File: config.mk
export PLATFORM = sky130hd
export DESIGN_NAME = periph_top
export DESIGN_NICKNAME = d
export VERILOG_FILES = /design/src/periph_pkg.sv /design/src/periph_bus_if.sv /design/src/byte_periph_bank.sv /design/src/full_periph_bank.sv /design/src/periph_merge.sv /design/src/periph_top.sv
export SDC_FILE = /design/constraint.sdc
export NUM_CORES = 1
export LEC_CHECK = 0
export CAP_MARGIN = 15
export CORE_ASPECT_RATIO = 0.75
export CORE_MARGIN = 8
export CORE_UTILIZATION = 64
export DETAILED_ROUTE_END_ITERATION = 8
export DONT_BUFFER_PORTS = 1
export PLACE_DENSITY = 0.8
export SETUP_SLACK_MARGIN = 0.02
export SYNTH_ARGS = -nofsm -noshare
export SYNTH_HDL_FRONTEND = slang
export SYNTH_SLANG_ARGS = --single-unit
File: constraint.sdc
create_clock -name clk -period 3.2 [get_ports clk]
set_input_delay 0 -clock clk [delete_from_list [all_inputs] [get_ports clk]]
set_output_delay 0 -clock clk [all_outputs]
set_load 0.05 [all_outputs]
File: src/periph_pkg.sv
/* Peripheral bus package
   Address map, slot numbers, register offsets, size codes and the address word views */
package periph_pkg;

    localparam int ADDR_W     = 11;
    localparam int DATA_W     = 32;
    localparam int PIN_W      = 8;
    localparam int SLOT_W     = 4;
    localparam int FULL_OFS_W = 6;
    localparam int BYTE_OFS_W = 4;
    localparam int FUNC_SEL_W = 5;
    localparam int NUM_SLOTS  = 1 << SLOT_W;
    localparam int BYTEREG_N  = 4;

    // 11 is idle, 00/01/10 are 8/16/32 bit accesses
    typedef logic [1:0] size_t;
    localparam size_t SIZE_NONE = 2'b11;

    // Slot numbers
    localparam logic [SLOT_W-1:0] SLOT_GPIO    = 4'd1;
    localparam logic [SLOT_W-1:0] SLOT_TIMER   = 4'd2;
    localparam logic [SLOT_W-1:0] SLOT_EDGE    = 4'd0;
    localparam logic [SLOT_W-1:0] SLOT_BYTEREG = 4'd1;

    // GPIO offsets with the select registers at 32..60 in steps of 4
    localparam logic [FULL_OFS_W-1:0] GPIO_OUT_OFS  = 6'd0;
    localparam logic [FULL_OFS_W-1:0] GPIO_IN_OFS   = 6'd4;
    localparam logic [FULL_OFS_W-1:0] GPIO_SEL_BASE = 6'd32;

    // Timer offsets
    localparam logic [FULL_OFS_W-1:0] TMR_COUNT_OFS = 6'd0;
    localparam logic [FULL_OFS_W-1:0] TMR_CMP_OFS   = 6'd4;
    localparam logic [FULL_OFS_W-1:0] TMR_CLR_OFS   = 6'd8;

    // Edge counter offsets
    localparam logic [BYTE_OFS_W-1:0] EDGE_CNT_OFS = 4'd0;
    localparam logic [BYTE_OFS_W-1:0] EDGE_PIN_OFS = 4'd1;

    // One address word, decoded per bank
    typedef union packed {
        struct packed {
            logic                  bank;
            logic [SLOT_W-1:0]     slot;
            logic [FULL_OFS_W-1:0] ofs;
        } full_v;
        struct packed {
            logic                  bank;
            logic [1:0]            unused;
            logic [SLOT_W-1:0]     slot;
            logic [BYTE_OFS_W-1:0] ofs;
        } byte_v;
    } periph_addr_u;

endpackage

File: src/periph_bus_if.sv
`timescale 1ns/100ps
/* Peripheral bus
   Decoded core access fanned out from the read-return block to both banks */
interface periph_bus_if
    import periph_pkg::*;
();

    periph_addr_u      addr;
    logic [DATA_W-1:0] wdata;
    size_t             write_n;
    // Masked to idle while a read result is held
    size_t             read_n;

    modport host (
        output addr,
        output wdata,
        output write_n,
        output read_n
    );

    modport periph (
        input addr,
        input wdata,
        input write_n,
        input read_n
    );

endinterface

File: src/byte_periph_bank.sv
`timescale 1ns/100ps
/* Byte slot bank
   Edge counter with clear-on-read in slot 0, four-byte register file in slot 1 */
module byte_periph_bank
    import periph_pkg::*;
(
    input  logic              clk,
    input  logic              rst_n,
    periph_bus_if.periph      bus,
    input  logic [PIN_W-1:0]  i_ui_in,
    output logic [DATA_W-1:0] o_rdata,
    output logic              o_ready,
    output logic [PIN_W-1:0]  o_pins [NUM_SLOTS]
);

    logic [SLOT_W-1:0]     slot;
    logic [BYTE_OFS_W-1:0] ofs;
    logic                  wr;
    logic                  rd;
    logic [2:0]            edge_pin;
    logic [7:0]            edge_cnt;
    logic [PIN_W-1:0]      ui_prev;
    logic                  edge_seen;
    logic                  edge_clr;
    logic                  reg_hit;
    logic [7:0]            regs [BYTEREG_N];
    logic [7:0]            rbyte;

    assign slot = bus.addr.byte_v.slot;
    assign ofs  = bus.addr.byte_v.ofs;
    assign wr   = (bus.write_n != SIZE_NONE) && bus.addr.byte_v.bank;
    assign rd   = (bus.read_n != SIZE_NONE) && bus.addr.byte_v.bank;

    always_ff @(posedge clk) begin
        ui_prev <= i_ui_in;
    end

    assign edge_seen = i_ui_in[edge_pin] && !ui_prev[edge_pin];
    assign edge_clr  = rd && (slot == SLOT_EDGE) && (ofs == EDGE_CNT_OFS);

    always_ff @(posedge clk) begin
        if (!rst_n) begin
            edge_cnt <= '0;
            edge_pin <= '0;
        end else begin
            // The read returns the old count, this cycle's edge starts the new one
            if (edge_clr) begin
                edge_cnt <= {7'b0, edge_seen};
            end else if (edge_seen && (edge_cnt != 8'hff)) begin
                edge_cnt <= edge_cnt + 1'b1;
            end
            if (wr && (slot == SLOT_EDGE) && (ofs == EDGE_PIN_OFS)) begin
                edge_pin <= bus.wdata[2:0];
            end
        end
    end

    assign reg_hit = (ofs[BYTE_OFS_W-1:2] == '0);

    always_ff @(posedge clk) begin
        if (!rst_n) begin
            for (int i = 0; i < BYTEREG_N; i++) begin
                regs[i] <= '0;
            end
        end else if (wr && (slot == SLOT_BYTEREG) && reg_hit) begin
            regs[ofs[1:0]] <= bus.wdata[7:0];
        end
    end

    always_comb begin
        rbyte = '0;
        if (slot == SLOT_EDGE) begin
            if (ofs == EDGE_CNT_OFS) begin
                rbyte = edge_cnt;
            end else if (ofs == EDGE_PIN_OFS) begin
                rbyte = {5'b0, edge_pin};
            end
        end else if ((slot == SLOT_BYTEREG) && reg_hit) begin
            rbyte = regs[ofs[1:0]];
        end
    end

    always_comb begin
        for (int s = 0; s < NUM_SLOTS; s++) begin
            o_pins[s] = '0;
        end
        o_pins[SLOT_EDGE]    = edge_cnt;
        o_pins[SLOT_BYTEREG] = regs[0];
    end

    assign o_rdata = DATA_W'(rbyte);
    assign o_ready = 1'b1;

endmodule

File: src/full_periph_bank.sv
`timescale 1ns/100ps
/* Full-width slot bank
   GPIO with per-pin function select in slot 1, compare timer in slot 2 */
module full_periph_bank
    import periph_pkg::*;
(
    input  logic                  clk,
    input  logic                  rst_n,
    periph_bus_if.periph          bus,
    input  logic [PIN_W-1:0]      i_ui_in,
    output logic [DATA_W-1:0]     o_rdata,
    output logic                  o_ready,
    output logic [PIN_W-1:0]      o_pins [NUM_SLOTS],
    output logic [FUNC_SEL_W-1:0] o_func_sel [PIN_W],
    output logic                  o_timer_irq
);

    logic [SLOT_W-1:0]     slot;
    logic [FULL_OFS_W-1:0] ofs;
    logic                  wr;
    logic                  gpio_wr;
    logic                  tmr_wr;
    logic                  sel_hit;
    logic [2:0]            sel_idx;
    logic [PIN_W-1:0]      gpio_out;
    logic [FUNC_SEL_W-1:0] func_sel [PIN_W];
    logic [DATA_W-1:0]     tmr_count;
    logic [DATA_W-1:0]     tmr_next;
    logic [DATA_W-1:0]     tmr_cmp;
    logic                  tmr_irq;
    logic                  cnt_load;

    assign slot    = bus.addr.full_v.slot;
    assign ofs     = bus.addr.full_v.ofs;
    assign wr      = (bus.write_n != SIZE_NONE) && !bus.addr.full_v.bank;
    assign gpio_wr = wr && (slot == SLOT_GPIO);
    assign tmr_wr  = wr && (slot == SLOT_TIMER);

    // Word-aligned offsets 32..60, one per output pin
    assign sel_hit = ({ofs[5], 3'b000, ofs[1:0]} == GPIO_SEL_BASE);
    assign sel_idx = ofs[4:2];

    always_ff @(posedge clk) begin
        if (!rst_n) begin
            gpio_out <= '0;
            for (int i = 0; i < PIN_W; i++) begin
                func_sel[i] <= {1'b0, SLOT_GPIO};
            end
        end else if (gpio_wr) begin
            if (ofs == GPIO_OUT_OFS) begin
                gpio_out <= bus.wdata[PIN_W-1:0];
            end
            if (sel_hit) begin
                func_sel[sel_idx] <= bus.wdata[FUNC_SEL_W-1:0];
            end
        end
    end

    assign cnt_load = tmr_wr && (ofs == TMR_COUNT_OFS);
    assign tmr_next = tmr_count + 1'b1;

    always_ff @(posedge clk) begin
        if (!rst_n) begin
            tmr_count <= '0;
            tmr_cmp   <= '0;
            tmr_irq   <= 1'b0;
        end else begin
            if (cnt_load) begin
                tmr_count <= bus.wdata;
            end else begin
                tmr_count <= tmr_next;
            end
            if (tmr_wr && (ofs == TMR_CMP_OFS)) begin
                tmr_cmp <= bus.wdata;
            end
            // Flag rises as the counter steps onto the compare value
            // A match wins over a clear in the same cycle
            if (!cnt_load && (tmr_next == tmr_cmp)) begin
                tmr_irq <= 1'b1;
            end else if (tmr_wr && (ofs == TMR_CLR_OFS)) begin
                tmr_irq <= 1'b0;
            end
        end
    end

    always_comb begin
        o_rdata = '0;
        case (slot)
            SLOT_GPIO: begin
                if (ofs == GPIO_OUT_OFS) begin
                    o_rdata = DATA_W'(gpio_out);
                end else if (ofs == GPIO_IN_OFS) begin
                    o_rdata = DATA_W'(i_ui_in);
                end else if (sel_hit) begin
                    o_rdata = DATA_W'(func_sel[sel_idx]);
                end
            end
            SLOT_TIMER: begin
                if (ofs == TMR_COUNT_OFS) begin
                    o_rdata = tmr_count;
                end else if (ofs == TMR_CMP_OFS) begin
                    o_rdata = tmr_cmp;
                end else if (ofs == TMR_CLR_OFS) begin
                    o_rdata = DATA_W'(tmr_irq);
                end
            end
            default: o_rdata = '0;
        endcase
    end

    // Empty slots leave their pins low
    always_comb begin
        for (int s = 0; s < NUM_SLOTS; s++) begin
            o_pins[s] = '0;
        end
        o_pins[SLOT_GPIO]  = gpio_out;
        o_pins[SLOT_TIMER] = {PIN_W{tmr_irq}};
    end

    // Every slot answers in the same cycle
    assign o_ready     = 1'b1;
    assign o_func_sel  = func_sel;
    assign o_timer_irq = tmr_irq;

endmodule

File: src/periph_merge.sv
`timescale 1ns/100ps
/* Read-return and pin routing
   Registers the bank read word until completion, masks repeat reads, routes pins */
module periph_merge
    import periph_pkg::*;
(
    input  logic                  clk,
    input  logic                  rst_n,
    input  logic [ADDR_W-1:0]     i_addr,
    input  logic [DATA_W-1:0]     i_data_in,
    input  size_t                 i_data_write_n,
    input  size_t                 i_data_read_n,
    input  logic                  i_data_read_complete,
    periph_bus_if.host            bus,
    input  logic [DATA_W-1:0]     i_full_rdata,
    input  logic                  i_full_ready,
    input  logic [DATA_W-1:0]     i_byte_rdata,
    input  logic                  i_byte_ready,
    input  logic [PIN_W-1:0]      i_full_pins [NUM_SLOTS],
    input  logic [PIN_W-1:0]      i_byte_pins [NUM_SLOTS],
    input  logic [FUNC_SEL_W-1:0] i_func_sel [PIN_W],
    output logic [DATA_W-1:0]     o_data_out,
    output logic                  o_data_ready,
    output logic [PIN_W-1:0]      o_uo_out
);

    logic              read_req;
    logic              byte_sel;
    logic [DATA_W-1:0] slot_rdata;
    logic              slot_ready;
    logic              capture;
    logic              data_hold;
    logic              data_ready_r;
    logic [DATA_W-1:0] data_out_r;

    assign read_req   = (i_data_read_n != SIZE_NONE);
    assign byte_sel   = i_addr[ADDR_W-1];
    assign slot_rdata = byte_sel ? i_byte_rdata : i_full_rdata;
    assign slot_ready = byte_sel ? i_byte_ready : i_full_ready;
    assign capture    = read_req && slot_ready && !data_hold;

    assign bus.addr    = i_addr;
    assign bus.wdata   = i_data_in;
    assign bus.write_n = i_data_write_n;
    // Banks see no read once the result is registered
    assign bus.read_n  = i_data_read_n | {2{data_ready_r}};

    always_ff @(posedge clk) begin
        if (!rst_n) begin
            data_hold    <= 1'b0;
            data_ready_r <= 1'b0;
        end else begin
            if (capture) begin
                data_hold <= 1'b1;
            end else if (i_data_read_complete) begin
                data_hold <= 1'b0;
            end
            data_ready_r <= read_req && slot_ready;
        end
    end

    always_ff @(posedge clk) begin
        if (capture) begin
            data_out_r <= slot_rdata;
        end
    end

    assign o_data_out   = data_out_r;
    // Writes complete in the cycle they are issued
    assign o_data_ready = data_ready_r || (i_data_write_n != SIZE_NONE);

    // Top select bit picks the bank, low bits the slot
    for (genvar p = 0; p < PIN_W; p++) begin : g_pin
        logic [SLOT_W-1:0] src;

        assign src         = i_func_sel[p][SLOT_W-1:0];
        assign o_uo_out[p] = i_func_sel[p][FUNC_SEL_W-1] ? i_byte_pins[src][p]
                                                         : i_full_pins[src][p];
    end

endmodule

File: src/periph_top.sv
`timescale 1ns/100ps
/* Peripheral wrapper top
   Read-return block and the full-width and byte slot banks */
module periph_top
    import periph_pkg::*;
(
    input  logic              clk,
    input  logic              rst_n,
    input  logic [PIN_W-1:0]  i_ui_in,
    input  logic [ADDR_W-1:0] i_addr,
    input  logic [DATA_W-1:0] i_data_in,
    input  size_t             i_data_write_n,
    input  size_t             i_data_read_n,
    input  logic              i_data_read_complete,
    output logic [PIN_W-1:0]  o_uo_out,
    output logic [DATA_W-1:0] o_data_out,
    output logic              o_data_ready,
    output logic              o_timer_irq
);

    logic [DATA_W-1:0]     full_rdata;
    logic                  full_ready;
    logic [PIN_W-1:0]      full_pins [NUM_SLOTS];
    logic [FUNC_SEL_W-1:0] func_sel [PIN_W];
    logic [DATA_W-1:0]     byte_rdata;
    logic                  byte_ready;
    logic [PIN_W-1:0]      byte_pins [NUM_SLOTS];

    periph_bus_if bus ();

    periph_merge u_merge (
        .clk                  (clk),
        .rst_n                (rst_n),
        .i_addr               (i_addr),
        .i_data_in            (i_data_in),
        .i_data_write_n       (i_data_write_n),
        .i_data_read_n        (i_data_read_n),
        .i_data_read_complete (i_data_read_complete),
        .bus                  (bus.host),
        .i_full_rdata         (full_rdata),
        .i_full_ready         (full_ready),
        .i_byte_rdata         (byte_rdata),
        .i_byte_ready         (byte_ready),
        .i_full_pins          (full_pins),
        .i_byte_pins          (byte_pins),
        .i_func_sel           (func_sel),
        .o_data_out           (o_data_out),
        .o_data_ready         (o_data_ready),
        .o_uo_out             (o_uo_out)
    );

    full_periph_bank u_full (
        .clk         (clk),
        .rst_n       (rst_n),
        .bus         (bus.periph),
        .i_ui_in     (i_ui_in),
        .o_rdata     (full_rdata),
        .o_ready     (full_ready),
        .o_pins      (full_pins),
        .o_func_sel  (func_sel),
        .o_timer_irq (o_timer_irq)
    );

    byte_periph_bank u_byte (
        .clk     (clk),
        .rst_n   (rst_n),
        .bus     (bus.periph),
        .i_ui_in (i_ui_in),
        .o_rdata (byte_rdata),
        .o_ready (byte_ready),
        .o_pins  (byte_pins)
    );

endmodule

==> metrics.yaml <==
status:
  status: "finished clean"
logic_synthesis:
  synthSimpleGateAreaFrac_pct: 20.2
  ys_ff_latch: 198
  yosysTopAreaCellShare_pct: 27.2
  synth_most_common_cell: "nor2_1"
  netlist_top_cells_count: "nor2_1 (143), dfxtp_1 (134), nand2_1 (112), a21oi_1 (71), mux2i_1 (65)"
  ys.flop_type: "dfxtp_1"
  synth-adder-area-share_pct: 0.254
  synth_mux_area_share_pct: 10.9
  synth.area.top_cells: "dfxtp_1 (27%), edfxtp_1 (19%), mux2i_1 (6.6%), nor2_1 (5.4%), mux4_2 (4.3%)"
  synth-compound-area-share_pct: 12.7
  ys_seq_area_share_pct: 46.7
  synth_xor_area_share_pct: 5.86
  synth.net_count: 1092
  yosys.area.top_type: "dfxtp_1"
  ys_types: 60
  yosysWarnings: 0
  syn_inst: 1032
  avgSynthCellArea_um2: 9.56
  synth_top_family_by_area: "simple AND/OR/NAND/NOR gates"
  synth_edf_count: 64
  netlist_area_mm2: 0.00987
  async_flop_share_pct: 0
critical_path:
  rrSetupSlack_ns: 0.30
  cp-start-kind: "flip-flop"
  regToRegStartpoint: "u_full.tmr_count[0]$_SDFF_PN0_"
  r2r_cells: 9
  worstPathArrival_ns: 3.24
  worstPathRequired_ns: 3.54
  criticalPathCategory: "flip-flop to flip-flop"
  end_kind: "flip-flop"
  crit_fanout: 7
  reg2reg_to: "u_full.o_timer_irq$_SDFFE_PN0P_"
clock_tree:
  cts_tree: "yes"
  cts_max_path_buffers: 2
  cts_sinks: 198
  htreeDepth: 4
  clk_latency_ns: 0.44
  clkTransAtPathRegs_ns: 0.07
  cts_root_buffer: "clkbuf_16"
  numCtsBuffers: 17
worst_hold_path:
  hold_end: "u_merge.o_data_out[4]$_DFFE_PP_"
  hold_path_class: "input pin to flip-flop"
  min_from: "i_data_read_n[1]"
  whs_path_depth: 1
place:
  port_buffers: 0
  hpwl_um: 19700
  dpl-instance-area_mm2: 0.0100
  place.gp.congestion: 0.990
global_routing:
  overflow: 0
  grt_pass1_vias: 7865
  grt_start_max_net_pins: 72
  grt_pass1_wl_um: 44600
  antenna_found_initial: 1
  track_usage_pct: 29.3
routing:
  wl_met2_um: 11800
  wl_met1_um: 12700
  wl_met3_um: 3850
  dr.max_layer_used: "met4"
  drcViolationCount: 0
  first_iter_violations: 1228
  ant_nets: 0
  drt_first_pass_iters: 7
  drt-total-wl_um: 28900
  wl_per_cell_um: 22.7
  vias: 8298
  routed_via_density: 6.53
sta:
  hold_viol: 0
  tightest_slew_ns: 1.03
  fmax_mhz: 345
  skew_ns: 0.00741
  relSlewSlack_pct: 31.1
  setup_viol: 0
  fin_crit_sh_pct: 90.6
  whs_ns: 0.00658
  tns_ns: 0
  layout_min_cycle_time_ns: 2.90
  rsz0062_at_grt: "no"
  timing.final.max_slew_violations: 0
floorplanning:
  core_mm2: 0.0152
  io_pins: 100
  die-width_um: 159
  start_util_pct: 65.0
  dieHeight_um: 124
  die_area_mm2: 0.0197
  fp-row-count: 39
cells_and_area:
  n_fill_cell: 1064
  drive_above_1_share_pct: 8.92
  final_util_pct: 73.4
  nets: 1112
  area_delta_synth_final_pct: 12.9
  finalInstanceArea_mm2: 0.0111
power:
  powerDensity_mw_per_mm2: 453
  peakVddDrop_mv: 0.424
  p_leak_nw: 3.84
job:
  cap_violations: 0
-- timing repair --
| item | in CTS | in global routing |
|---|---|---|
| gates resized for setup | 0 | 4 |
| buffers inserted | 0 | 0 |
| hold buffers | 55 | 0 |
| hold endpoints to repair | 214 | 0 |
| setup endpoints to repair | 0 | 1 |
-- where the power goes --
group / leakage [nW] / switching [mW] / internal [mW] / total, mW
Combinational: 1.87 / 0.173 / 0.112 / 0.285
Sequential: 1.72 / 0.144 / 2.66 / 2.80
Clock: 0.252 / 0.922 / 1.03 / 1.96
-- metrics by stage --
step / worst slack [ns] / power, mW / std cells
after global routing: 0.111 / 5.17 / 1271
after detailed placement: 0.150 / 3.04 / 1183
after floorplan: 0.612 / 2.99 / 1032
final: 0.302 / 5.05 / 1271
after CTS: 0.137 / 5.05 / 1270
after global placement: 0.302 / 3.03 / 1183
-- flip-flops by register name, summed over array words and instances (netlist names) --
signal                flops
u_byte.ui_prev            8
u_merge.data_ready_r      1
u_merge.o_data_out       32
u_full.gpio_out           8
u_full.o_timer_irq        1
u_merge.data_hold         1
u_byte.edge_pin           3
u_byte.regs              32
u_byte.edge_cnt           8
u_full.tmr_cmp           32
u_full.o_func_sel        40
u_full.tmr_count         32
-- cells by family after synthesis --
kind of cell / Yosys count
and+or+nand+nor: 411
DFF: 198
AOI/OAI and AO/OA: 188
muxes: 84
buffers and inverters: 83
xor gates and xnor gates: 66
adders and majority gates: 2
-- layout by cell type (no fill, tap or decap), drive strengths merged, types with 3 or more instances in the layout --
cell           n
edfxtp        64
clkinv         5
a211oi        32
a31oi          5
nand3         19
and2          33
xnor2         40
nand2        112
nor3          22
mux2i         65
xor2          26
nor2         144
nand3b        17
buf           19
nor3b          4
o22ai          4
nand2b         9
dlygate4sd3   55
nor4b          3
o32a           4
a21oi         71
and3           7
o21ai         12
mux4          19
inv           11
nand4         16
a221oi         3
clkbuf        24
nor4           8
dfxtp        134
a22o           3
and4           4
a22oi         43
-- worst max path at each step --
stage / startpoint / end / slack, ns / cells after the start
after CTS: u_full.tmr_count[0]$_SDFF_PN0_ / u_full.o_timer_irq$_SDFFE_PN0P_ / 0.14 / 9
after global placement: u_full.tmr_count[0]$_SDFF_PN0_ / u_full.o_timer_irq$_SDFFE_PN0P_ / 0.30 / 9
after floorplan: u_full.tmr_count[0]$_SDFF_PN0_ / u_full.o_timer_irq$_SDFFE_PN0P_ / 0.61 / 9
after detailed placement: u_full.tmr_count[0]$_SDFF_PN0_ / u_full.o_timer_irq$_SDFFE_PN0P_ / 0.15 / 9
final: u_full.tmr_count[0]$_SDFF_PN0_ / u_full.o_timer_irq$_SDFFE_PN0P_ / 0.30 / 9
after global routing: u_full.tmr_count[0]$_SDFF_PN0_ / u_full.o_timer_irq$_SDFFE_PN0P_ / 0.11 / 9
-- cell type report --
class / count / area (um^2) / share of cell area [%]
Antenna cell: 1 / 2.50 / 0.0225
Clock buffer: 24 / 472 / 4.23
Clock inverter: 8 / 51.3 / 0.460
Inverter: 10 / 38.8 / 0.348
Multi-Input combinational cell: 751 / 5030 / 45.1
Sequential cell: 198 / 4600 / 41.3
Tap cell: 205 / 256 / 2.30
Timing Repair Buffer: 74 / 693 / 6.22
-- critical path, cell delays in order (launching register included) --
cell,delay [ns]
dfxtp_1,0.44
ha_1,0.27
nand3_2,0.18
nand2b_4,0.23
or3_1,0.51
xnor2_1,0.17
a211o_1,0.28
nor4bb_1,0.33
nand4_1,0.18
o41ai_2,0.21
-- per-layer routing --
metal / global-route usage, % / vias to the layer above
li1: - / 3748
met1: 41.6 / 3988
met2: 41.4 / 500
met3: 10.3 / 62
met4: 8.52 / 0
met5: 0 / -
(Power assumes the default switching activity.)
